## src/common/cpu_config.svh

```systemverilog
`ifndef CPU_CONFIG_SVH
`define CPU_CONFIG_SVH

////////////////////////////////////////
// Core widths
////////////////////////////////////////

// Data and address width
`define CPU_XLEN 32

// Register number width, 32 registers
`define CPU_REG_AW 5

////////////////////////////////////////
// Memory depths
////////////////////////////////////////

// Word address bits of instruction memory
`define CPU_IMEM_AW 8

// Word address bits of data memory
`define CPU_DMEM_AW 8

// Cycles to let the pipe empty after the halt loop
`define CPU_DRAIN 6

`endif
```

## src/common/isa_pkg.sv

```systemverilog
`include "cpu_config.svh"

package isa_pkg;

	// One machine word
	typedef logic [`CPU_XLEN-1:0] word_t;

	// Register number
	typedef logic [`CPU_REG_AW-1:0] reg_addr_t;

	////////////////////////////////////////
	// Opcodes and funct codes
	////////////////////////////////////////

	// Kept primary opcodes
	typedef enum logic [5:0] {
		OP_RTYPE = 6'h00,
		OP_J     = 6'h02,
		OP_JAL   = 6'h03,
		OP_BEQ   = 6'h04,
		OP_BNE   = 6'h05,
		OP_ADDI  = 6'h08,
		OP_ANDI  = 6'h0c,
		OP_ORI   = 6'h0d,
		OP_LUI   = 6'h0f,
		OP_LW    = 6'h23,
		OP_SW    = 6'h2b
	} opcode_t;

	// Kept R-type funct codes
	typedef enum logic [5:0] {
		FN_SLL = 6'h00,
		FN_SRL = 6'h02,
		FN_JR  = 6'h08,
		FN_ADD = 6'h20,
		FN_SUB = 6'h22,
		FN_AND = 6'h24,
		FN_OR  = 6'h25,
		FN_SLT = 6'h2a
	} funct_t;

	////////////////////////////////////////
	// Instruction word views
	////////////////////////////////////////

	// Register form
	typedef struct packed {
		opcode_t    opcode;
		reg_addr_t  rs;
		reg_addr_t  rt;
		reg_addr_t  rd;
		logic [4:0] shamt;
		funct_t     funct;
	} r_fmt_t;

	// Immediate form
	typedef struct packed {
		opcode_t     opcode;
		reg_addr_t   rs;
		reg_addr_t   rt;
		logic [15:0] imm;
	} i_fmt_t;

	// Same word seen both ways, jump target is bits 25..0
	typedef union packed {
		r_fmt_t r;
		i_fmt_t i;
	} instr_u;

endpackage

```

## src/reg_file.sv

```systemverilog
`timescale 1ns/100ps
`include "cpu_config.svh"

module reg_file (
	input  logic               clk_cpu,
	input  logic               rst,
	input  logic               we,
	input  isa_pkg::reg_addr_t waddr,
	input  isa_pkg::word_t     wdata,
	input  isa_pkg::reg_addr_t raddr_a,
	input  isa_pkg::reg_addr_t raddr_b,
	input  isa_pkg::reg_addr_t raddr_dbg,
	output isa_pkg::word_t     rdata_a,
	output isa_pkg::word_t     rdata_b,
	output isa_pkg::word_t     rdata_dbg
);

	// No storage for r0
	isa_pkg::word_t regs [1:2**`CPU_REG_AW-1];

	always_ff @(posedge clk_cpu or posedge rst) begin
		if (rst) begin
			for (int i = 1; i < 2**`CPU_REG_AW; i++) begin
				regs[i] <= '0;
			end
		end else if (we && waddr != '0) begin
			regs[waddr] <= wdata;
		end
	end

	// Write-through so decode sees the value retiring this cycle
	function automatic isa_pkg::word_t rd_port(input isa_pkg::reg_addr_t addr);
		if (addr == '0) begin
			return '0;
		end
		if (we && waddr == addr) begin
			return wdata;
		end
		return regs[addr];
	endfunction

	always_comb begin
		rdata_a   = rd_port(raddr_a);
		rdata_b   = rd_port(raddr_b);
		rdata_dbg = rd_port(raddr_dbg);
	end

endmodule

```

## config.mk

```make
export PLATFORM = sky130hd
export DESIGN_NAME = reg_file
export DESIGN_NICKNAME = d
export VERILOG_FILES = /design/src/common/isa_pkg.sv /design/src/reg_file.sv
export VERILOG_INCLUDE_DIRS = /design/src /design/src/common
export SDC_FILE = /design/constraint.sdc
export NUM_CORES = 2
export LEC_CHECK = 0
export BUFFER_PORTS_ARGS = -buffer_cell sky130_fd_sc_hd__buf_2
export CAP_MARGIN = 20
export CORE_ASPECT_RATIO = 0.5
export CORE_MARGIN = 1.5
export CORE_UTILIZATION = 25
export CTS_CLUSTER_SIZE = 25
export DETAILED_ROUTE_END_ITERATION = 8
export MAX_ROUTING_LAYER = met4
export SETUP_SLACK_MARGIN = 0.05
export SYNTH_ARGS = -nofsm -noshare
export SYNTH_HDL_FRONTEND = slang
export SYNTH_SLANG_ARGS = --single-unit
```

## constraint.sdc

```tcl
create_clock -name clk_cpu -period 93.9 [get_ports clk_cpu]
set_input_delay 14.085 -clock clk_cpu [delete_from_list [all_inputs] [get_ports clk_cpu]]
set_output_delay 14.085 -clock clk_cpu [all_outputs]
set_load 0.01 [all_outputs]
```

* After elaboration in Yosys (flattened, before gate mapping) *
Cells that the tools add are included.

operators by class
  add/subtract/negate cells = 0
  $mul = 0
  div/mod/pow operators = 0
  magnitude comparators = 5
  equal/unequal tests = 3
  shift operators = 0
  muxes and demuxes = 33
  bitwise operators = 4
  reduce and logical (&&, ||, !) cells = 9

operators with widths
  cell                number
  $bwmux 992          1
  $mux 32             19
  $bmux 32 s5         3
  $demux 32 s5        1
  $ge 6x6->1 const B  4
  $not 5->6           4
  $eq 5x5->1          3
  $logic_not 5->1     3
  $mux 1              9
  $lt 6x1->1 const B  1
  $logic_and 1x1->1   5
  $reduce_bool 5->1   1

storage, ports and cells
  flip-flop bits (word level) = 992
  latch bits = 0
  RAM bits = 0
  ROM bits = 0
  bits of input ports = 55
  logic and storage cells = 85
  memories kept = 0

* Longest topological paths before layout *
  depth after elaboration = 6
  gate-level depth with buffers = 10
  depth with buffers taken out = 5

* Worst setup path after synthesis *
Ideal clock, no wire load.

  path type = input-to-output
  start point = input port raddr_a[1]
  end point = output port rdata_a[17]
  data arrival time = 15,837 ps
  slack = 63,978 ps
  stages = 8
  cells stage by stage = buf_2 -> buf_2 -> buf_4 -> clkbuf_1 -> mux4_2 -> a221o_1 -> a211oi_1 -> nor3_1

between the ends
  word-level cells in the longest chain between the ends = 6
  elaborated cells on any way between the ends = 13
  those cells by class = eq/ne (1); mux (9); bitwise (1); reduce/logical (2)

ends and longest elaborated chain
  item                                                                         line                            source
  start: declaration                                                           reg_file.sv:10                  input isa_pkg::reg_addr_t raddr_a,
  $not 5->6 (implied by the code) / $eq 5x5->1 (equally long branches)         reg_file.sv:39, reg_file.sv:36
  $bmux 32 s5 / $logic_and 1x1->1 (equally long branches)                      reg_file.sv:39, reg_file.sv:36
  $mux 32 (implied by the code) / $mux 1 (equally long branches) (2 in a row)  reg_file.sv:39, reg_file.sv:36
  $mux 32                                                                      reg_file.sv:39                  return regs[addr];
  $mux 32 *                                                                    reg_file.sv:36                  if (we && waddr == addr) begin
  end: declaration                                                             reg_file.sv:13                  output isa_pkg::word_t rdata_a,

Mark *: on every way between the ends. The rest lies on a longest branch, timed or not. The select of a mux whose other input is x is not followed.

* Final worst setup path *
  start point = input port raddr_a[0]
  end point = output port rdata_a[0]

The elaborated chain is that of the path after synthesis.

==> results_dict.tcl <==
set metrics [dict create \
    antenna_found_initial 2 \
    ff2ff_setup_slack_ns 93.06 \
    cts-resized-gates 0 \
    ios 151 \
    clockBufferDepth 3 \
    cp_slowest_cell "a211oi_1" \
    synth.cell_area_um2 61900 \
    die_h_um 354.8 \
    timing.rr.start "regs[959]" \
    cts_tree "yes" \
    syn_nets 4444 \
    whs_ns 0.5452 \
    status "complete, no violations" \
    dp_hpwl_um 134000 \
    min_path_type "flip-flop to flip-flop" \
    core_um2 244900 \
    critPathCaptureType "primary output" \
    grt_usage_pct 18.27 \
    clk_pin_slew_ns 0.06 \
    syn_area_per_cell_um2 14.10 \
    cts.sinks 992 \
    root_buffer "clkbuf_16" \
    cp_num_buf_inv 5 \
    grt_pass1_wl_um 328000 \
    num_vias 44526 \
    drcViolationCount 0 \
    overflow 0 \
    final_net_count 4323 \
    final.setup.tns_ns 0 \
    dieWidth_um 706.7 \
    place_congestion 0.8544 \
    power_density_nw_per_um2 20.52 \
    path_max_fanout 60 \
    syn_to_final_growth_pct 12.71 \
    drv_cap 0 \
    leakagePower_nw 28.33 \
    worstHoldStart "regs[689]" \
    min_period_over_period_pct 35.13 \
    cts_setup_buffers 0 \
    startpoint_type "input pin" \
    synth_flop_cell "dfrtp_1" \
    synth_edf_count 0 \
    synth-xor-area-share_pct 0.2123 \
    initial_core_util_pct 25.28 \
    fin_crit_ns 32.99 \
    setup_violations 0 \
    routed_wl_um 228400 \
    peakVddDrop_mv 0.01513 \
    critPathMostFrequentCell "buf_4" \
    synthMuxAreaShare_pct 45.59 \
    reg_top3 "regs x992" \
    synthCells 4389 \
    reg2reg_depth 1 \
    clock_latency_ns 0.73 \
    total_power_mw 1.432 \
    holdPathEnd "regs[689]" \
    layout_common_cells "mux2_2 (1125), dfrtp_1 (992), mux4_2 (647)" \
    synth_top_family_by_area "multiplexers" \
    mostFrequentLayoutCell "mux2_2" \
    crit_type "input pin to primary output" \
    cpPeakStageDelay_ns 0.81 \
    grt_max_degree 172 \
    drt-vias-per-instance 5.846 \
    largest_register_ffs 992 \
    htree_levels 3 \
    yosys.area_share.simple_pct 3.736 \
    slew_headroom_pct 18.17 \
    rsz0062_at_grt "no" \
    cts-buffers-inserted 115 \
    synth.distinct_cells 62 \
    drive_gt1_share_pct 52.64 \
    synth_compound_area_share_pct 6.438 \
    top_register "regs" \
    worst_clock_skew_ns 0 \
    placement.io_buffers 150 \
    arrival_ns 18.90 \
    yosys_warnings 0 \
    tightest_slew_ns 1.224 \
    antenna_left 0 \
    hold_buffers 0 \
    synth_fa_ha_area_share_pct 0 \
    fmax_mhz 30.31 \
    grt_pass1_vias 43372 \
    drv_slew 0 \
    hold_depth 1 \
    synth-seq-area-share_pct 40.11 \
    initialDrtViolationCount 5497 \
    num_rows 128 \
    dr.pass1.iters 7 \
    synth-seq-cells 992 \
    cp_top_family "buffers and inverters" \
    async_flop_share_pct 100.0 \
    wire_per_inst_um 29.99 \
    hold_viol 0 \
    die_area_um2 250800 \
    cp.required_ns 79.81 \
    worstReg2RegEnd "regs[959]" \
    worstPathCellList "buf_8 > buf_4 > buf_4 > buf_4 > mux4_2 > a22o_1 > a221o_1 > a211oi_1 > nor3_1 > buf_2" \
]
[report_power, final]
| group | internal [mW] | switching [mW] | total, mW | leakage [nW] |
|---|---|---|---|---|
| combinational | 0.202 | 0.146 | 0.348 | 13.6 |
| sequential | 0.512 | 0.0805 | 0.592 | 12.7 |
| clock | 0.301 | 0.191 | 0.492 | 2.05 |
| total | 1.01 | 0.417 | 1.43 | 28.3 |
[kinds of logic after synthesis]
group	count (synthesis)
compound gates	516
xor+xnor	15
buf+inv	511
flops	992
mux	1860
simple gates	495
[synth_stat cells (61+ instances only)]
cell	count	share of area [%]
mux2_2	1125	20
mux4_2	647	24
a21oi_1	67	0.54
nor2_1	140	0.85
mux2i_1	82	1.3
nor3_1	95	0.77
buf_2	120	0.97
clkbuf_1	238	1.4
buf_4	61	0.74
nand2_1	131	0.79
a22o_1	67	0.95
buf_1	69	0.42
dfrtp_1	992	40
a221oi_1	104	1.5
[metrics by stage]
| stage | instances | setup WS [ns] | utilization (%) | instance area (µm²) |
|---|---|---|---|---|
| finish | 7616 | 60.91 | 28.49 | 69760 |
| global route | 7616 | 60.68 | 28.49 | 69760 |
| global placement | 7399 | 60.85 | 26.78 | 65590 |
| CTS | 7614 | 60.86 | 28.49 | 69760 |
| floorplan | 4389 | 51.91 | - | 61900 |
| detailed placement | 7401 | 60.86 | 26.79 | 65610 |
[layer usage]
layer,GRT usage (%),wire length [µm],vias up
met2,27.99,105400,2600
li1,-,-,17223
met1,23.45,90230,24087
met3,3.457,20420,616
met5,-,0,-
met4,8.482,12370,0
[cell type report]
type,count,area [µm²]
Timing Repair Buffer,267,1767
Inverter,6,30.03
Clock inverter,39,610.6
Tap cell,3250,4066
Fill cell,24665,175100
Antenna cell,2,5.005
Multi-Input combinational cell,2886,34920
Sequential cell,992,24820
Clock buffer,174,3535
[worst max path at each step]
stage,startpoint,end,slack (ns),cells after the start
final,raddr_a[0],rdata_a[0],60.91,10
after detailed placement,raddr_a[0],rdata_a[0],60.86,10
after floorplan,rst,regs[0],51.91,1
after global routing,raddr_a[0],rdata_a[0],60.68,10
after global placement,raddr_a[0],rdata_a[0],60.85,10
after CTS,raddr_a[0],rdata_a[0],60.86,10
No activity file was read; power rests on OpenSTA's default activity.
