[config.mk]
export PLATFORM = sky130hd
export DESIGN_NAME = alu
export DESIGN_NICKNAME = d
export VERILOG_FILES = /design/src/common/pipe_pkg.sv /design/src/common/isa_pkg.sv /design/src/alu.sv
export VERILOG_INCLUDE_DIRS = /design/src /design/src/common
export SDC_FILE = /design/constraint.sdc
export NUM_CORES = 1
export LEC_CHECK = 0
export BUFFER_PORTS_ARGS = -buffer_cell sky130_fd_sc_hd__clkbuf_2
export CELL_PAD_IN_SITES_DETAIL_PLACEMENT = 2
export CELL_PAD_IN_SITES_GLOBAL_PLACEMENT = 2
export CORE_MARGIN = 10
export CORE_UTILIZATION = 30
export DETAILED_ROUTE_END_ITERATION = 6
export GPL_ROUTABILITY_DRIVEN = 0
export PLACE_DENSITY_LB_ADDON = 0.1
export SYNTH_ARGS = -nofsm -noshare
export SYNTH_HDL_FRONTEND = slang
export SYNTH_SLANG_ARGS = --single-unit
[constraint.sdc]
create_clock -name vclk -period 6.4
set_input_delay 0.32 -clock vclk [all_inputs]
set_output_delay 0.32 -clock vclk [all_outputs]
set_load 0.1 [all_outputs]
[src/common/cpu_config.svh]
`ifndef CPU_CONFIG_SVH
`define CPU_CONFIG_SVH

////////////////////////////////////////
// Core widths
////////////////////////////////////////

// Data and address width
`define CPU_XLEN 32

// Register number width, 32 registers
`define CPU_REG_AW 5

////////////////////////////////////////
// Memory depths
////////////////////////////////////////

// Word address bits of instruction memory
`define CPU_IMEM_AW 8

// Word address bits of data memory
`define CPU_DMEM_AW 8

// Cycles to let the pipe empty after the halt loop
`define CPU_DRAIN 6

`endif
[src/common/pipe_pkg.sv]
package pipe_pkg;

	// ALU operation
	typedef enum logic [3:0] {
		ALU_ADD    = 4'd0,
		ALU_SUB    = 4'd1,
		ALU_AND    = 4'd2,
		ALU_OR     = 4'd3,
		ALU_SLT    = 4'd4,
		ALU_SLL    = 4'd5,
		ALU_SRL    = 4'd6,
		ALU_PASS_B = 4'd7
	} alu_op_t;

	// Result source for write-back
	typedef enum logic [1:0] {
		WB_ALU = 2'd0,
		WB_MEM = 2'd1,
		WB_LUI = 2'd2
	} wb_sel_t;

	// Decode operand source
	typedef enum logic [1:0] {
		FWD_RF       = 2'd0,
		FWD_EX_ALU   = 2'd1,
		FWD_MEM_ALU  = 2'd2,
		FWD_MEM_DATA = 2'd3
	} fwd_sel_t;

	// Destination register choice
	typedef enum logic [1:0] {
		DEST_RT = 2'd0,
		DEST_RD = 2'd1,
		DEST_RA = 2'd2
	} dest_sel_t;

	// Next PC source
	typedef enum logic [1:0] {
		PC_SEQ    = 2'd0,
		PC_JUMP   = 2'd1,
		PC_BRANCH = 2'd2,
		PC_REG    = 2'd3
	} pc_sel_t;

endpackage

[src/common/isa_pkg.sv]
`include "cpu_config.svh"

package isa_pkg;

	// One machine word
	typedef logic [`CPU_XLEN-1:0] word_t;

	// Register number
	typedef logic [`CPU_REG_AW-1:0] reg_addr_t;

	////////////////////////////////////////
	// Opcodes and funct codes
	////////////////////////////////////////

	// Kept primary opcodes
	typedef enum logic [5:0] {
		OP_RTYPE = 6'h00,
		OP_J     = 6'h02,
		OP_JAL   = 6'h03,
		OP_BEQ   = 6'h04,
		OP_BNE   = 6'h05,
		OP_ADDI  = 6'h08,
		OP_ANDI  = 6'h0c,
		OP_ORI   = 6'h0d,
		OP_LUI   = 6'h0f,
		OP_LW    = 6'h23,
		OP_SW    = 6'h2b
	} opcode_t;

	// Kept R-type funct codes
	typedef enum logic [5:0] {
		FN_SLL = 6'h00,
		FN_SRL = 6'h02,
		FN_JR  = 6'h08,
		FN_ADD = 6'h20,
		FN_SUB = 6'h22,
		FN_AND = 6'h24,
		FN_OR  = 6'h25,
		FN_SLT = 6'h2a
	} funct_t;

	////////////////////////////////////////
	// Instruction word views
	////////////////////////////////////////

	// Register form
	typedef struct packed {
		opcode_t    opcode;
		reg_addr_t  rs;
		reg_addr_t  rt;
		reg_addr_t  rd;
		logic [4:0] shamt;
		funct_t     funct;
	} r_fmt_t;

	// Immediate form
	typedef struct packed {
		opcode_t     opcode;
		reg_addr_t   rs;
		reg_addr_t   rt;
		logic [15:0] imm;
	} i_fmt_t;

	// Same word seen both ways, jump target is bits 25..0
	typedef union packed {
		r_fmt_t r;
		i_fmt_t i;
	} instr_u;

endpackage

[src/alu.sv]
`timescale 1ns/100ps

module alu (
	input  isa_pkg::word_t    a,
	input  isa_pkg::word_t    b,
	input  pipe_pkg::alu_op_t op,
	output isa_pkg::word_t    res
);

	always_comb begin
		case (op)
			pipe_pkg::ALU_ADD:    res = a + b;
			pipe_pkg::ALU_SUB:    res = a - b;
			pipe_pkg::ALU_AND:    res = a & b;
			pipe_pkg::ALU_OR:     res = a | b;
			// Signed compare, result 0 or 1
			pipe_pkg::ALU_SLT:    res = isa_pkg::word_t'($signed(a) < $signed(b));
			// Shift amount sits in the low bits of A
			pipe_pkg::ALU_SLL:    res = b << a[4:0];
			pipe_pkg::ALU_SRL:    res = b >> a[4:0];
			pipe_pkg::ALU_PASS_B: res = b;
			default:              res = '0;
		endcase
	end

endmodule

After elaboration in Yosys (flattened, before gate mapping)
Cells that the tools add are included.
Widths: inputs -> output; s select.
{"block": "totals", "ff_bits": 0, "output_inout_bits": 32, "word_cells": 16}
{"block": "classes", "n_addsub": 2, "order_cmp": 1, "eq_ne": 7, "shift": 2, "n_mux": 1, "bitwise_logic": 2, "reduce_logical": 1}
{"op": "$pmux 32 s8", "n": 1}
{"op": "$add 32x32->32", "n": 1}
{"op": "$and 32x32->32", "n": 1}
{"op": "$lt 32x32->1", "n": 1}
{"op": "$or 32x32->32", "n": 1}
{"op": "$shl 32x5->32", "n": 1}
{"op": "$shr 32x5->32", "n": 1}
{"op": "$sub 32x32->32", "n": 1}
{"op": "$eq 4x3->1 const B", "n": 4}
{"op": "$eq 4x2->1 const B", "n": 2}
{"op": "$eq 4x1->1 const B", "n": 1}
{"op": "$logic_not 4->1", "n": 1}

Depth between registers and ports, before layout
Gate-level depths: netlist of run 1.
{"block": "depth", "word_depth": 2, "ltp_mapped": 16, "ltp_nobuf": 13}

Worst setup path after synthesis of run 1
OpenSTA, ideal clock, no wires.
{"block": "synth_timing", "path_type": "in2out", "start": "input port a[2]", "end": "output port res[27]", "t_arrival_ps": 5235, "t_required_ps": 6080, "setup_slack_ps": 845, "cell_stages": 14, "n_path_buf": 3, "cell_sequence": "clkbuf_1 -> inv_1 -> buf_1 -> clkbuf_1 -> ha_1 -> inv_1 -> o221ai_1 -> a21oi_1 -> a2111oi_2 -> o21ai_1 -> a31oi_1 -> o31a_1 -> o21a_1 -> o31ai_1"}
{"block": "synth_via", "elab_chain_cells": 2, "elab_cells_between_ends": 5, "cone_classes": "2 x add/sub; 2 x shift; 1 x mux"}
{"element": "from (decl)", "line_no": "alu.sv:4", "rtl": "input isa_pkg::word_t a,"}
{"element": "$sub 32x32->32 (tied with other cells)", "line_no": "alu.sv:13", "rtl": "pipe_pkg::ALU_SUB: res = a - b;"}
{"element": "$pmux 32 s8 *", "line_no": "alu.sv:11", "rtl": "case (op)"}
{"element": "to (decl)", "line_no": "alu.sv:7", "rtl": "output isa_pkg::word_t res"}
Mark *: on every way between the ends. The rest lies on a longest branch, timed or not.

Final worst setup path of run 1
{"block": "layout_timing", "start": "input port a[1]", "end": "output port res[20]"}
The elaborated chain is that of the path after synthesis.

==> results of run 1 <==
==> routing by layer <==
layer	vias up	share of wire (%)	global-route usage [%]
met3	49	6.6	4.13
li1	4491	-	-
met5	-	0	0
met1	4922	46	34.7
met2	298	46	41.5
met4	0	2.1	4.85
==> area by class of cell <==
| class | count | area [sq um] |
|---|---|---|
| fill | 3269 | 17500 |
| inverter | 97 | 364 |
| multi-input combinational | 1017 | 7260 |
| tap | 335 | 419 |
| timing repair buffer | 115 | 616 |
==> cell families (layout without fill, tap and decap cells) <==
| kind of cell | Yosys count | count (layout) | share of synthesized area (%) |
|---|---|---|---|
| AOI/OAI and AO/OA | 461 | 461 | 37.8 |
| and+or+nand+nor | 343 | 343 | 19.5 |
| buffers and inverters | 181 | 212 | 9.36 |
| adders and majority gates | 109 | 109 | 17.2 |
| muxes | 77 | 77 | 13.2 |
| xor gates and xnor gates | 27 | 27 | 2.96 |
==> worst max-delay path by stage <==
stage / start / cells after the start / end / slack [ps]
3_3_place_gp: a[1] / 13 / res[20] / 1910
3_5_place_dp: a[1] / 13 / res[20] / 1780
4_1_cts: a[1] / 13 / res[20] / 1770
6_report: a[1] / 13 / res[20] / 1720
2_1_floorplan: a[2] / 14 / res[27] / 850
5_1_grt: a[1] / 12 / res[28] / 1600
==> power breakdown <==
part	internal, W	total [W]	switching (W)	leakage (nW)
clock network	0	0	0	0
logic	0.000273	0.000987	0.000714	3.80
registers	0	0	0	0
==> synthesized netlist by cell type (12+ instances only) <==
library cell,n
o211ai_1,20
o21ai_1,34
o21ai_0,75
a211oi_1,34
inv_1,88
nand4_1,12
a22oi_1,25
buf_2,22
o31ai_1,13
a21oi_1,126
clkbuf_1,45
mux4_2,22
nor3_1,32
mux2i_1,48
xnor2_1,20
a21o_1,13
nand2_1,82
nor2_1,142
nand3_1,22
o21bai_1,12
ha_1,107
==> worst max-delay path, cell delays in order <==
cell,delay [ps]
clkbuf_2,400
buf_4,430
fa_1,490
nand2b_1,150
a221oi_1,140
a221o_2,470
o211ai_1,200
nand3_1,160
a2111oi_0,560
nor3_1,130
xnor2_1,160
o21ai_1,220
clkbuf_2,510
==> metrics by stage <==
stage	utilization [%]	setup slack, ps	power [W]
after floorplan	-	845	0.000665
after global placement	33.1	1910	0.000961
after detailed placement	33.1	1780	0.000969
after CTS	33.1	1770	0.000974
after global routing	33.1	1600	0.00105
final	33.1	1720	0.000987
==> metrics.csv, run 1 <==
metric,value,unit
outcome,finished clean,
num_rows,59,
cts_setup_buffers,0,
n_clock_buffer,0,
seq_cell_count,0,
antenna_found_initial,0,
fin_nets,1408,
dp_hpwl,36500,microns
yosysWarningCount,0,
layout_commonest_cell,nor2_1,
firstDrtPassIters,7,
worst_hold_path.endpoint,res[23],
worstMarginPinSlew,993,ps
synthTopCellsByArea,"ha_1, a21oi_1, nor2_1",
grt_max_degree,71,
slew_viol_final,0,
p_leak,3.80,nW
setup_viol,0,
coreArea,26100,sq um
grt_pass1_wl,66400,microns
critPathRequiredTime,6080,ps
wl_per_cell,28.5,microns
crit_path_start_kind,input pin,
hold_depth,5,
vias,9760,
hold_buffers,0,
arrival,4360,ps
worstPathMaxFanout,31,
ioPinCount,100,
drive_gt1_share,14.3,%
wirelength,44500,microns
post-route-min-period,4680,ps
grt_use_total,25.5,%
grt-ovfl-total,0,
ys_seq_area_share,0,%
hold_slack,1570,ps
syn2layout_area_growth,8.29,%
synth_area_leader_cell,ha_1,
end_kind,output pin,
fin_setup_tns,0,ps
avgSynthCellArea,6.68,sq um
max-slew-margin-rel,33.6,%
syn-cell-area,8000,sq um
register_area,0,sq um
holdCritStartpoint,op[1],
final_area,8660,sq um
portBuffers,100,
synthCells,1198,
final_cell_count_no_fill,1564,
drc,0,
maxCapViolations,0,
hp-class,in2out,
peakVddDrop,0.0660,mV
diodes,0,
p_per_area,114,nW/um^2
die-area,33600,sq um
ant_nets,0,
hold_violations,0,
dp.cells,1564,
synthDominantCellAreaShare,16.7,%
die_y,183,microns
start_util,30.6,%
grt_pass1_vias,10200,
drt_iter0_markers,862,
ys_types,86,
fin_crit_sh,73.1,%
cts_resized,0,
die_x,183,microns
mostFrequentLayoutCells,"nor2_1, a21oi_1, ha_1",
fmax,214,MHz
rsz0062_at_grt,no,
placed_cell_area,8660,sq um
drt-vias-per-instance,6.24,
critPathKind,in2out,
synth_fp_nets,1375,
Note: power is estimated with default switching activity, not from simulation.
==> run 2, diff against run 1 <==
==> constraint.sdc (replaced) <==
create_clock -name vclk -period 3.8
set_input_delay 0.19 -clock vclk [all_inputs]
set_output_delay 0.19 -clock vclk [all_outputs]
set_load 0.1 [all_outputs]
==> run 2 against run 1 <==
Compared with the run above:
- power up 92%
- worst hold slack worse by 530 ps
- final area up 13%
- via count up 5.1%
- setup slack worse by 1600 ps
- non-clock buffer count up 58
- sequential cell count unchanged
- critical path depth down 1
- die area unchanged
- highest routed layer unchanged
==> metrics.csv, run 2 (synthesis results as in run 1) <==
metric,value,unit
path_cells,"clkbuf_2, inv_4, buf_4, buf_4, nor2_1, a21oi_1, a21oi_1, nand2_1, o21ai_0, a21oi_1, o211ai_1, buf_12",
portBuffers,100,
num_rows,59,
slew_viol_final,0,
drt-vias-per-instance,6.32,
worstMarginPinSlew,849,ps
mostFrequentLayoutCells,"nor2_1, a21oi_1, ha_1",
cts_resized,0,
grt_max_degree,67,
vias,10300,
diodes,0,
hold_slack,1040,ps
critical-path-max-stage-delay,580,ps
die_x,183,microns
worst_hold_path.endpoint,res[29],
critPathKind,in2out,
p_leak,4.25,nW
crit_path_start_kind,input pin,
ioPinCount,100,
fin_nets,1466,
outcome,finished clean,
fin_setup_tns,0,ps
hold_buffers,0,
grt_pass1_wl,69700,microns
drt_iter0_markers,964,
start_util,30.6,%
n_clock_buffer,0,
layout_commonest_cell,nor2_1,
grt_pass1_vias,10600,
drc,0,
final.setup.worst_slack,161,ps
slowest_stage,a21oi_1,
firstDrtPassIters,7,
hold_violations,0,
seq_cell_count,0,
setup_viol,0,
coreArea,26100,sq um
crit_buf_inv,5,
critPathRequiredTime,3610,ps
rsz0062_at_grt,no,
end_kind,output pin,
syn2layout_area_growth,21.9,%
hold_depth,6,
wirelength,46900,microns
register_area,0,sq um
die_y,183,microns
holdCritStartpoint,b[29],
worstPathMaxFanout,25,
p_total,0.00190,W
path_delay_family,compound AO/OA/AOI/OAI gates,
cts_setup_buffers,0,
fmax,275,MHz
nFillCells,3207,
dp_hpwl,38800,microns
cpMostUsedCell,a21oi_1,
die-area,33600,sq um
peakVddDrop,0.137,mV
hp-class,in2out,
ant_nets,0,
max-slew-margin-rel,43.4,%
post-route-min-period,3640,ps
fin_crit_sh,95.8,%
grt_use_total,26.8,%
wl_per_cell,28.9,microns
maxCapViolations,0,
grt-ovfl-total,0,
antenna_found_initial,2,
fin_util,37.3,%
drive_gt1_share,20.3,%
p_per_area,195,nW/um^2
arrival,3450,ps
pre_cts_ws,268,ps
==> run 2: cell types whose count changed in the layout (fill, tap and decap cells not counted), moves of 9 or more <==
| cell | change |
|---|---|
| buf_12 | +34 |
| buf_4 | +56 |
| clkbuf_2 | -32 |
| o21ai_1 | -9 |
| o21ai_2 | +10 |
==> run 2: routing by layer <==
layer | global-route usage (%) | vias up | wire length [microns]
met5 | 0 | - | 0
met4 | 6.43 | 0 | 1270
met3 | 4.88 | 65 | 3620
met2 | 42.5 | 359 | 21200
met1 | 36.4 | 5226 | 20900
li1 | - | 4605 | -
==> run 2: worst max-delay path by stage <==
stage	start	endpoint	slack, ps	cells after the start
global placement	b[2]	res[31]	360	13
CTS	b[12]	res[27]	250	13
global route	b[6]	res[27]	60	13
finish	a[1]	res[17]	160	12
detailed placement	b[12]	res[27]	270	13
floorplan	a[1]	res[27]	-130	14
==> run 2: cell type report <==
cell class	count	area [sq um]	share of cell area [%]
multi-input combinational	1017	7410	76.0
tap	335	419	4.30
timing repair buffer	173	1560	16.0
inverter	97	367	3.76
==> run 2: where the power goes <==
part / switching (W) / internal (W)
combinational: 0.00127 / 0.000634
clock: 0 / 0
sequential: 0 / 0
total: 0.00127 / 0.000634
==> run 2: through the flow <==
step                instance area (sq um)  cells
global placement                     9750   1622
global route                         9750   1622
detailed placement                   9750   1622
CTS                                  9750   1622
floorplan                            8180   1198
finish                               9750   1622
==> run 2: worst min-delay path: stages <==
cell and delay, ps:
clkbuf_2 160, a22oi_1 90, o221ai_1 70, a211oi_1 60
o21ai_2 90, buf_12 180
