File: config.mk
export PLATFORM = sky130hd
export DESIGN_NAME = control_unit
export DESIGN_NICKNAME = d
export VERILOG_FILES = /design/src/common/pipe_pkg.sv /design/src/common/isa_pkg.sv /design/src/control_unit.sv
export VERILOG_INCLUDE_DIRS = /design/src /design/src/common
export SDC_FILE = /design/constraint.sdc
export NUM_CORES = 1
export LEC_CHECK = 0
export BUFFER_PORTS_ARGS = -buffer_cell sky130_fd_sc_hd__buf_4
export CAP_MARGIN = 20
export CORE_MARGIN = 2
export CORE_UTILIZATION = 38
export DETAILED_ROUTE_END_ITERATION = 16
export PLACE_DENSITY = 0.95
export SYNTH_ARGS = -nofsm -noshare
export SYNTH_HDL_FRONTEND = slang
export SYNTH_SLANG_ARGS = --single-unit
File: constraint.sdc
create_clock -name vclk -period 1.89
set_clock_uncertainty 0.1 [all_clocks]
set_input_delay 0.0945 -clock vclk [all_inputs]
set_output_delay 0.0945 -clock vclk [all_outputs]
set_load 0.02 [all_outputs]
File: src/common/cpu_config.svh
`ifndef CPU_CONFIG_SVH
`define CPU_CONFIG_SVH

////////////////////////////////////////
// Core widths
////////////////////////////////////////

// Data and address width
`define CPU_XLEN 32

// Register number width, 32 registers
`define CPU_REG_AW 5

////////////////////////////////////////
// Memory depths
////////////////////////////////////////

// Word address bits of instruction memory
`define CPU_IMEM_AW 8

// Word address bits of data memory
`define CPU_DMEM_AW 8

// Cycles to let the pipe empty after the halt loop
`define CPU_DRAIN 6

`endif
File: src/common/pipe_pkg.sv
package pipe_pkg;

	// ALU operation
	typedef enum logic [3:0] {
		ALU_ADD    = 4'd0,
		ALU_SUB    = 4'd1,
		ALU_AND    = 4'd2,
		ALU_OR     = 4'd3,
		ALU_SLT    = 4'd4,
		ALU_SLL    = 4'd5,
		ALU_SRL    = 4'd6,
		ALU_PASS_B = 4'd7
	} alu_op_t;

	// Result source for write-back
	typedef enum logic [1:0] {
		WB_ALU = 2'd0,
		WB_MEM = 2'd1,
		WB_LUI = 2'd2
	} wb_sel_t;

	// Decode operand source
	typedef enum logic [1:0] {
		FWD_RF       = 2'd0,
		FWD_EX_ALU   = 2'd1,
		FWD_MEM_ALU  = 2'd2,
		FWD_MEM_DATA = 2'd3
	} fwd_sel_t;

	// Destination register choice
	typedef enum logic [1:0] {
		DEST_RT = 2'd0,
		DEST_RD = 2'd1,
		DEST_RA = 2'd2
	} dest_sel_t;

	// Next PC source
	typedef enum logic [1:0] {
		PC_SEQ    = 2'd0,
		PC_JUMP   = 2'd1,
		PC_BRANCH = 2'd2,
		PC_REG    = 2'd3
	} pc_sel_t;

endpackage

File: src/common/isa_pkg.sv
`include "cpu_config.svh"

package isa_pkg;

	// One machine word
	typedef logic [`CPU_XLEN-1:0] word_t;

	// Register number
	typedef logic [`CPU_REG_AW-1:0] reg_addr_t;

	////////////////////////////////////////
	// Opcodes and funct codes
	////////////////////////////////////////

	// Kept primary opcodes
	typedef enum logic [5:0] {
		OP_RTYPE = 6'h00,
		OP_J     = 6'h02,
		OP_JAL   = 6'h03,
		OP_BEQ   = 6'h04,
		OP_BNE   = 6'h05,
		OP_ADDI  = 6'h08,
		OP_ANDI  = 6'h0c,
		OP_ORI   = 6'h0d,
		OP_LUI   = 6'h0f,
		OP_LW    = 6'h23,
		OP_SW    = 6'h2b
	} opcode_t;

	// Kept R-type funct codes
	typedef enum logic [5:0] {
		FN_SLL = 6'h00,
		FN_SRL = 6'h02,
		FN_JR  = 6'h08,
		FN_ADD = 6'h20,
		FN_SUB = 6'h22,
		FN_AND = 6'h24,
		FN_OR  = 6'h25,
		FN_SLT = 6'h2a
	} funct_t;

	////////////////////////////////////////
	// Instruction word views
	////////////////////////////////////////

	// Register form
	typedef struct packed {
		opcode_t    opcode;
		reg_addr_t  rs;
		reg_addr_t  rt;
		reg_addr_t  rd;
		logic [4:0] shamt;
		funct_t     funct;
	} r_fmt_t;

	// Immediate form
	typedef struct packed {
		opcode_t     opcode;
		reg_addr_t   rs;
		reg_addr_t   rt;
		logic [15:0] imm;
	} i_fmt_t;

	// Same word seen both ways, jump target is bits 25..0
	typedef union packed {
		r_fmt_t r;
		i_fmt_t i;
	} instr_u;

endpackage

File: src/control_unit.sv
`timescale 1ns/100ps

module control_unit (
	input  isa_pkg::instr_u     instr,
	input  logic                ops_equal,
	output logic                reg_we,
	output logic                mem_we,
	output pipe_pkg::alu_op_t   alu_op,
	output logic                alu_src_imm,
	output logic                alu_src_shamt,
	output logic                sign_ext,
	output pipe_pkg::wb_sel_t   wb_sel,
	output pipe_pkg::dest_sel_t dest_sel,
	output logic                is_jal,
	output pipe_pkg::pc_sel_t   pc_sel,
	output logic                uses_rs,
	output logic                uses_rt
);

	always_comb begin
		// Defaults describe a nop
		reg_we        = 1'b0;
		mem_we        = 1'b0;
		alu_op        = pipe_pkg::ALU_ADD;
		alu_src_imm   = 1'b0;
		alu_src_shamt = 1'b0;
		sign_ext      = 1'b0;
		wb_sel        = pipe_pkg::WB_ALU;
		dest_sel      = pipe_pkg::DEST_RT;
		is_jal        = 1'b0;
		pc_sel        = pipe_pkg::PC_SEQ;
		uses_rs       = 1'b0;
		uses_rt       = 1'b0;

		case (instr.r.opcode)
			isa_pkg::OP_RTYPE: begin
				dest_sel = pipe_pkg::DEST_RD;
				uses_rs  = 1'b1;
				uses_rt  = 1'b1;
				// All-zero word decodes as sll and must not write
				reg_we   = (instr != '0);
				case (instr.r.funct)
					isa_pkg::FN_ADD: alu_op = pipe_pkg::ALU_ADD;
					isa_pkg::FN_SUB: alu_op = pipe_pkg::ALU_SUB;
					isa_pkg::FN_AND: alu_op = pipe_pkg::ALU_AND;
					isa_pkg::FN_OR:  alu_op = pipe_pkg::ALU_OR;
					isa_pkg::FN_SLT: alu_op = pipe_pkg::ALU_SLT;
					isa_pkg::FN_SLL: begin
						alu_op        = pipe_pkg::ALU_SLL;
						alu_src_shamt = 1'b1;
						uses_rs       = 1'b0;
					end
					isa_pkg::FN_SRL: begin
						alu_op        = pipe_pkg::ALU_SRL;
						alu_src_shamt = 1'b1;
						uses_rs       = 1'b0;
					end
					// Register jump, no write
					isa_pkg::FN_JR: begin
						reg_we  = 1'b0;
						uses_rt = 1'b0;
						pc_sel  = pipe_pkg::PC_REG;
					end
					default: reg_we = 1'b0;
				endcase
			end
			isa_pkg::OP_ADDI: begin
				reg_we      = 1'b1;
				alu_src_imm = 1'b1;
				sign_ext    = 1'b1;
				uses_rs     = 1'b1;
			end
			// Logical immediates zero extend
			isa_pkg::OP_ANDI: begin
				reg_we      = 1'b1;
				alu_src_imm = 1'b1;
				alu_op      = pipe_pkg::ALU_AND;
				uses_rs     = 1'b1;
			end
			isa_pkg::OP_ORI: begin
				reg_we      = 1'b1;
				alu_src_imm = 1'b1;
				alu_op      = pipe_pkg::ALU_OR;
				uses_rs     = 1'b1;
			end
			isa_pkg::OP_LUI: begin
				reg_we = 1'b1;
				wb_sel = pipe_pkg::WB_LUI;
			end
			isa_pkg::OP_LW: begin
				reg_we      = 1'b1;
				alu_src_imm = 1'b1;
				sign_ext    = 1'b1;
				wb_sel      = pipe_pkg::WB_MEM;
				uses_rs     = 1'b1;
			end
			isa_pkg::OP_SW: begin
				mem_we      = 1'b1;
				alu_src_imm = 1'b1;
				sign_ext    = 1'b1;
				uses_rs     = 1'b1;
				uses_rt     = 1'b1;
			end
			// Branches compare forwarded operands here in decode
			isa_pkg::OP_BEQ: begin
				sign_ext = 1'b1;
				uses_rs  = 1'b1;
				uses_rt  = 1'b1;
				pc_sel   = ops_equal ? pipe_pkg::PC_BRANCH : pipe_pkg::PC_SEQ;
			end
			isa_pkg::OP_BNE: begin
				sign_ext = 1'b1;
				uses_rs  = 1'b1;
				uses_rt  = 1'b1;
				pc_sel   = ops_equal ? pipe_pkg::PC_SEQ : pipe_pkg::PC_BRANCH;
			end
			isa_pkg::OP_J: pc_sel = pipe_pkg::PC_JUMP;
			// Link value passes through the ALU B side
			isa_pkg::OP_JAL: begin
				reg_we   = 1'b1;
				dest_sel = pipe_pkg::DEST_RA;
				is_jal   = 1'b1;
				alu_op   = pipe_pkg::ALU_PASS_B;
				pc_sel   = pipe_pkg::PC_JUMP;
			end
			default: ;
		endcase
	end

endmodule

**Yosys cells after proc, flatten, opt, wreduce, memory -nomap -nowiden**

Index checks and enable logic that the tools add are counted.

- Flip-flop bits (word level): 0
- Input port bits: 33
- Output and inout bits: 18
- Logic and storage cells: 48

- Equal/unequal tests: 17
- Mux-type cells: 20
- Reductions and logical operators: 11

Operators with widths:

| operator | count |
|---|---|
| 6-bit equality test (second input constant) | 7 |
| 32-bit nonzero test | 1 |
| 6-bit by 4-bit equality test with 1-bit output (second input constant) | 5 |
| 6-bit by 2-bit equality test with 1-bit output (second input constant) | 3 |
| 3-bit one-hot mux with 6 select lines | 1 |
| 7-bit OR reduction | 2 |
| 6-bit by 3-bit equality test with 1-bit output (second input constant) | 2 |
| 6-bit zero test | 2 |
| 3-bit one-hot mux with 4 select lines | 1 |
| 5-bit OR reduction | 2 |
| 1-bit two-way mux | 9 |
| 2-bit one-hot mux with 2 select lines | 2 |
| 2-bit one-hot mux with 4 select lines | 1 |
| 2-bit two-way mux | 3 |
| 1-bit one-hot mux with 2 select lines | 3 |
| 6-bit OR reduction | 1 |
| 2-bit OR reduction | 2 |
| 3-bit OR reduction | 1 |

**Logic depth before layout (Yosys ltp)**

Gate-level depths: netlist of the first run.

- Depth after elaboration: 4
- Gate-level depth with buffers: 5
- Depth with buffers taken out: 4

**Worst setup path after synthesis of the first run**

Ideal clock, no wire load.

- Path kind: input -> output
- From: input instr[26] (netlist name)
- To: output alu_op[2]
- Arrival time: 1.669 ns
- Data required time: 1.696 ns
- Setup slack: 0.026 ns
- Stages on the path: 5
- Cells stage by stage: clkbuf_1 -> nand2_1 -> or3_1 -> nor3_1 -> o21bai_1

- Word-level cells in the longest chain between the ends: 2
- Elaborated cells between the ends (all ways): 5

RTL lines:

| what | RTL line | source |
|---|---|---|
| start: declaration | control_unit.sv:4 | `input isa_pkg::instr_u instr,` |
| 6-bit by 2-bit equality test with 1-bit output, or another cell as far along | control_unit.sv:35 | `case (instr.r.opcode)` |
| 3-bit one-hot mux with 4 select lines (*) | control_unit.sv:35 |  |
| end: declaration | control_unit.sv:8 | `output pipe_pkg::alu_op_t alu_op,` |

Mark *: on every way between the ends. The rest lies on a longest branch, timed or not.

**Worst setup path in the final report of the first run**

- From: input instr[29] (netlist name)
- To: output alu_op[1]

Same word-level chain as after synthesis.

==> results.txt, run 1 <==
* Routability Congestion: 0.866
- The synthesized netlist occupies a cell area of 504 sq um.
- Buffers inserted during post-CTS setup optimization: 0
* Post-CTS resize count: 0
- Of the available clock period, the critical path in the final layout requires 0.915.
- For this run, the detailed router's first-pass iteration total came to 4.
- Type of the worst setup path: in -> out
- Number of hold-slack violations in the final timing report: 0
* Util after Layout: 0.670
* Net count after synthesis: 114
* Worst endpoint required time: 1.70 ns
- The tool flagged a number of max-cap violations equal to 0.
* Layout Nets: 158
- Vertical extent of the die: 40.4 um
- The clock buffers instantiated in the layout total 0.
* Unrepaired setup endpoints after global routing: false
* List of cells traversed by the critical path: buf_4 -> nor4_4 -> or4b_4 -> nor3_2 -> a22o_2 -> buf_4
* Detailed-route via count: 804
- Power per Cell Area: 174 nW/um^2
- Antenna diode count: 0
* CP most frequent cell: buf_4
- For this design the top-level I/O count stands at 51.
- Share of cells above drive strength 1: 0.463
* Pin count of the biggest net entering global routing: 12
- Achievable Freq: 0.578 GHz
* Post-synthesis sequential area ratio: 0
- Launching element type of the critical path: input port
- The first global-routing pass estimated 2620 um of wire.
- The Yosys step of the flow raised 0 warnings.
- The final-report max-slew violation count was 0.
* Final count of negative-setup-slack endpoints: 0
- The biggest area contributor in the post-synthesis netlist is o21ai_0.
- The die covers 1630 sq um.
- Delay of the slowest critical-path stage: 0.51 ns
- In this run the worst path has a maximum fanout of 10.
- Sequential cell area: 0 sq um
* Number of buffers inserted by port buffering: 50
- Cell type group with the largest total delay on the critical path: simple AND/OR/NAND/NOR gates
- There are 0 flip-flops and latches.
* Final critical-path setup slack: 0.161 ns
* Synth top area cells: o21ai_0 6.9%, nor4_1 6.2%, a21oi_1 6.0%
- Once detailed placement completed, the half-perimeter wirelength came to 1480 um.
- The worst setup path is captured at an output port.
- Width of the chip: 40.4 um
* Initial Util: 0.397
- Yosys top cell area share: 0.0695
- Leak pwr: 0.398 nW
- The tightest min-delay check is of the in -> out type.
- Leftover overflow at the end of global routing: 0
- Initial antenna violation count: 0
- The run finished with clean final reports.
- The filler cells instantiated in the layout total 108.
* Worst path bufs/invs: 2
* Post-route minimum period: 1.73 ns
* IR Drop Worst-Case VDD: 0.0739 mV
- Data on the critical path arrives at its endpoint at 1.53 ns.
- Dividing the detail-routed via count by the number of cells gives 5.83.
- Number of distinct library cells after synthesis: 36
- The largest individual stage delay along the critical path comes from the cell or4b_4.
- Across every metal layer, demand over resource in global routing totals 0.224.
* Setup TNS: 0 ns
* Post-Route WL: 1810 um
* Number of global-route vias before repair: 650
- Relative to the synthesized area, the layout overhead comes to 68.5%.
- After clock tree synthesis, the flow added hold-fix buffers numbering 0.
- A synthesized cell averages 6.23 sq um.
- Dividing the detail-routed wire length by the instance count gives 13.1 um.
- In this run the standard cell core region covers 1270 sq um.
- DP Worst Slack: 0.157 ns
- DRC errors left: 0
- Antenna violation net count after detailed routing: 0
- In this run, the number of DRC markers left after iteration 0 of detailed routing was 17.
- Row generation in the floorplan step produced 13 rows.
* Synth Instances: 81
[cell type report]
| class | count | area, sq um | area share |
|---|---|---|---|
| well taps | 15 | 18.8 | 0.0221 |
| inverters | 3 | 11.3 | 0.0133 |
| repair buffers | 50 | 375 | 0.442 |
| multi-input cells | 70 | 444 | 0.523 |
[cell usage in the layout, fill, tap and decap left out, drive strengths merged, types with 2 or more instances in the layout]
| master | Yosys | layout |
|---|---|---|
| a21oi | 6 | 6 |
| a22oi | 2 | 2 |
| and3 | 3 | 3 |
| buf | 4 | 50 |
| inv | 3 | 3 |
| nand2 | 8 | 8 |
| nand4 | 2 | 2 |
| nor2 | 7 | 7 |
| nor3 | 5 | 5 |
| nor3b | 2 | 2 |
| nor4 | 7 | 7 |
| o21ai | 7 | 7 |
| o32ai | 2 | 2 |
| or3 | 2 | 2 |
[path summary, 6_finish.rpt]
path | endpoint | start | slack [ns] | cells past startpoint
worst max-delay path | alu_op[1] | instr[29] | 0.16 | 6
worst min-delay path | wb_sel[1] | instr[31] | 0.44 | 3
[synthesized netlist by cell type, types with 2 or more instances]
master / instances
a21oi_1: 6
a22oi_1: 2
and3_1: 3
buf_4: 3
clkbuf_1: 4
inv_1: 3
nand2_1: 8
nand4_1: 2
nor2_1: 7
nor3_1: 4
nor3b_1: 2
nor4_1: 5
o21ai_0: 7
o32ai_1: 2
or3_1: 2
[kinds of logic after synthesis]
| family | Yosys count | share of synthesized area |
|---|---|---|
| and+or+nand+nor | 44 | 0.543 |
| AOI/OAI and AO/OA | 25 | 0.330 |
| buffers and inverters | 11 | 0.119 |
| other | 1 | 0.00744 |
[layer usage]
layer  wire (um)  track usage
met5           0            0
met4           0      0.00833
met3         229       0.0111
met2         914        0.480
met1         665        0.240
[where the power goes]
group | switching (mW) | internal [mW]
Clock | 0 | 0
Combinational | 0.0726 | 0.0750
Sequential | 0 | 0
[stage by stage]
stage	cells	power [mW]	hold slack, ns	instance area [sq um]
floorplan	81	0.0727	0.269	504
global placement	138	0.143	0.441	850
detailed placement	138	0.147	0.443	850
CTS	138	0.147	0.442	850
global route	138	0.163	0.462	850
finish	138	0.148	0.444	850
(Power assumes the default switching activity.)
==> inputs of run 2 (changes only) <==
--- a/config.mk
+++ b/config.mk
@@ -8,10 +8,12 @@
 export LEC_CHECK = 0
 export BUFFER_PORTS_ARGS = -buffer_cell sky130_fd_sc_hd__buf_4
 export CAP_MARGIN = 20
+export CELL_PAD_IN_SITES_DETAIL_PLACEMENT = 1
+export CELL_PAD_IN_SITES_GLOBAL_PLACEMENT = 2
 export CORE_MARGIN = 2
-export CORE_UTILIZATION = 38
+export CORE_UTILIZATION = 16
 export DETAILED_ROUTE_END_ITERATION = 16
-export PLACE_DENSITY = 0.95
+export PLACE_DENSITY = 0.93
 export SYNTH_ARGS = -nofsm -noshare
 export SYNTH_HDL_FRONTEND = slang
 export SYNTH_SLANG_ARGS = --single-unit
==> results.txt, run 2 (same netlist as run 1, synthesis figures left out) <==
- DRC errors left: 0
- Worst min path class: in -> out
- Counting stages on the worst path, the most repeated cell is buf_4.
- In this run the power spent charging and discharging nets is 0.0754 mW.
- Number of flip-flops and latches: 0
* Util after Layout: 0.293
* Maximum fanout encountered on the critical timing path: 10
- Outcome: finished clean
- Initial antenna violation count: 0
- In the final design database the tool counted 158 nets.
- Of the cells placed in the final design, the portion with a size suffix greater than 1 is 0.463.
- DRT met1 WL: 962 um
- Detailed-route via count: 784
- For this design, the CTS-stage hold fixing added 0 buffers.
- Max capacitance violation total: 0
- Dividing the detail-routed via count by the number of cells gives 4.69.
- Of the total power, the clock network draws 0.
* IR Drop Worst-Case VDD: 0.0520 mV
- Setup violations remaining at the end of the flow were counted as 0.
* Most common cell after layout, fill and taps aside: buf_4
- Share of power burned in combinational logic: 1.000
- Number of global-route vias before repair: 744
- In the detailed route, the total length drawn on met3 is 214 um.
* Antenna violation net count after detailed routing: 0
* Cell type group with the largest total delay on the critical path: simple AND/OR/NAND/NOR gates
- Fill cell instance count of the final layout: 384
* Setup TNS: 0 ns
- For this run, the total global-route usage over all layers was measured as 0.119.
* Crit path arrival time: 1.57 ns
* First-pass DRT Iterations: 4
* Leftover overflow at the end of global routing: 0
- The worst setup path is launched from an input port.
- Unrepaired setup endpoints after global routing: false
- Worst endpoint required time: 1.70 ns
- Dividing the final minimum period by the clock period gives 0.936.
* Estimated wirelength of the detail-placed design: 1920 um
- Die ar.: 3620 sq um
- Slew Limit Fails: 0
- Global-route wire length before repair: 3430 um
- Flop pwr share: 0
- Switching Fraction: 0.501
- Delay of the slowest critical-path stage: 0.52 ns
- Number of buffers inserted by port buffering: 50
- Power per Cell Area: 170 nW/um^2
- Sequential cell area: 0 sq um
- Number of top-level design ports: 51
- Post-route minimum period: 1.77 ns
* Vertical extent of the die: 60.1 um
- 0 antenna diodes ended up in the layout.
- Routability Congestion: 0.670
* Post-CTS resize count: 0
- Amount of wire on met2 after detailed routing: 1040 um
- From synthesis to final layout, the design area changed by 75.7%.
- The top cell types in the final layout, fill and taps aside, are 50 x buf_4, 8 x nand2_1, 7 x nor2_1, 7 x o21ai_0, 6 x a21oi_1.
- Traced cell by cell, the critical path runs through buf_4 -> nor4_4 -> or4b_4 -> nor3_2 -> a32o_1 -> buf_4.
* Core outline area: 3030 sq um
* Initial Util: 0.167
- STA classifies the critical path endpoint as an output port.
* Post-Route WL: 2230 um
* Number of clock buffers in the layout: 0
* Leak pwr: 0.398 nW
- Internal portion of total power: 0.0750 mW
- Number of hold-slack violations in the final timing report: 0
- Core Rows: 20
- Entering global routing, the biggest net connects 12 pins.
- Number of violations reported at the end of detailed-routing iteration 0: 20
- Once the clock tree was built, the setup fixing pass inserted 0 buffers.
- The die is 60.1 um wide.
- The setup path with the least slack is of type in -> out.
- Worst path bufs/invs: 2
* Slowest library cell on the worst path: or4b_4
* Highest routed metal layer: met4
* Achievable Freq: 0.565 GHz
- Routed wire length per instance: 13.4 um
==> run 2: routing by layer <==
metal / vias up / global-route usage
met5: - / 0
met4: 0 / 0.00635
met3: 2 / 0.0173
met2: 38 / 0.208
met1: 352 / 0.159
li1: 392 / -
==> run 2: layout make-up <==
type	instances	area [sq um]	area share
multi-input combinational	70	444	0.501
timing repair buffer	50	375	0.424
tap	44	55.1	0.0621
inverter	3	11.3	0.0127
==> run 2: final timing paths <==
path / end / cells past startpoint / start
min: wb_sel[1] / 3 / instr[31]
max: alu_op[0] / 6 / instr[29]
==> run 2: power groups by stage <==
stage / logic [mW] / clock network (mW) / registers (mW)
global placement: 0.146 / 0 / 0
CTS: 0.152 / 0 / 0
global route: 0.165 / 0 / 0
detailed placement: 0.151 / 0 / 0
floorplan: 0.0727 / 0 / 0
finish: 0.150 / 0 / 0
==> run 2: through the flow <==
stage / std cells / hold WS, ns / power [mW] / instance area [sq um] / worst slack [ns]
global route: 167 / 0.466 / 0.165 / 886 / 0.0311
global placement: 167 / 0.441 / 0.146 / 886 / 0.123
floorplan: 81 / 0.269 / 0.0727 / 504 / 0.0262
finish: 167 / 0.442 / 0.150 / 886 / 0.121
detailed placement: 167 / 0.439 / 0.151 / 886 / 0.101
CTS: 167 / 0.441 / 0.152 / 886 / 0.0990
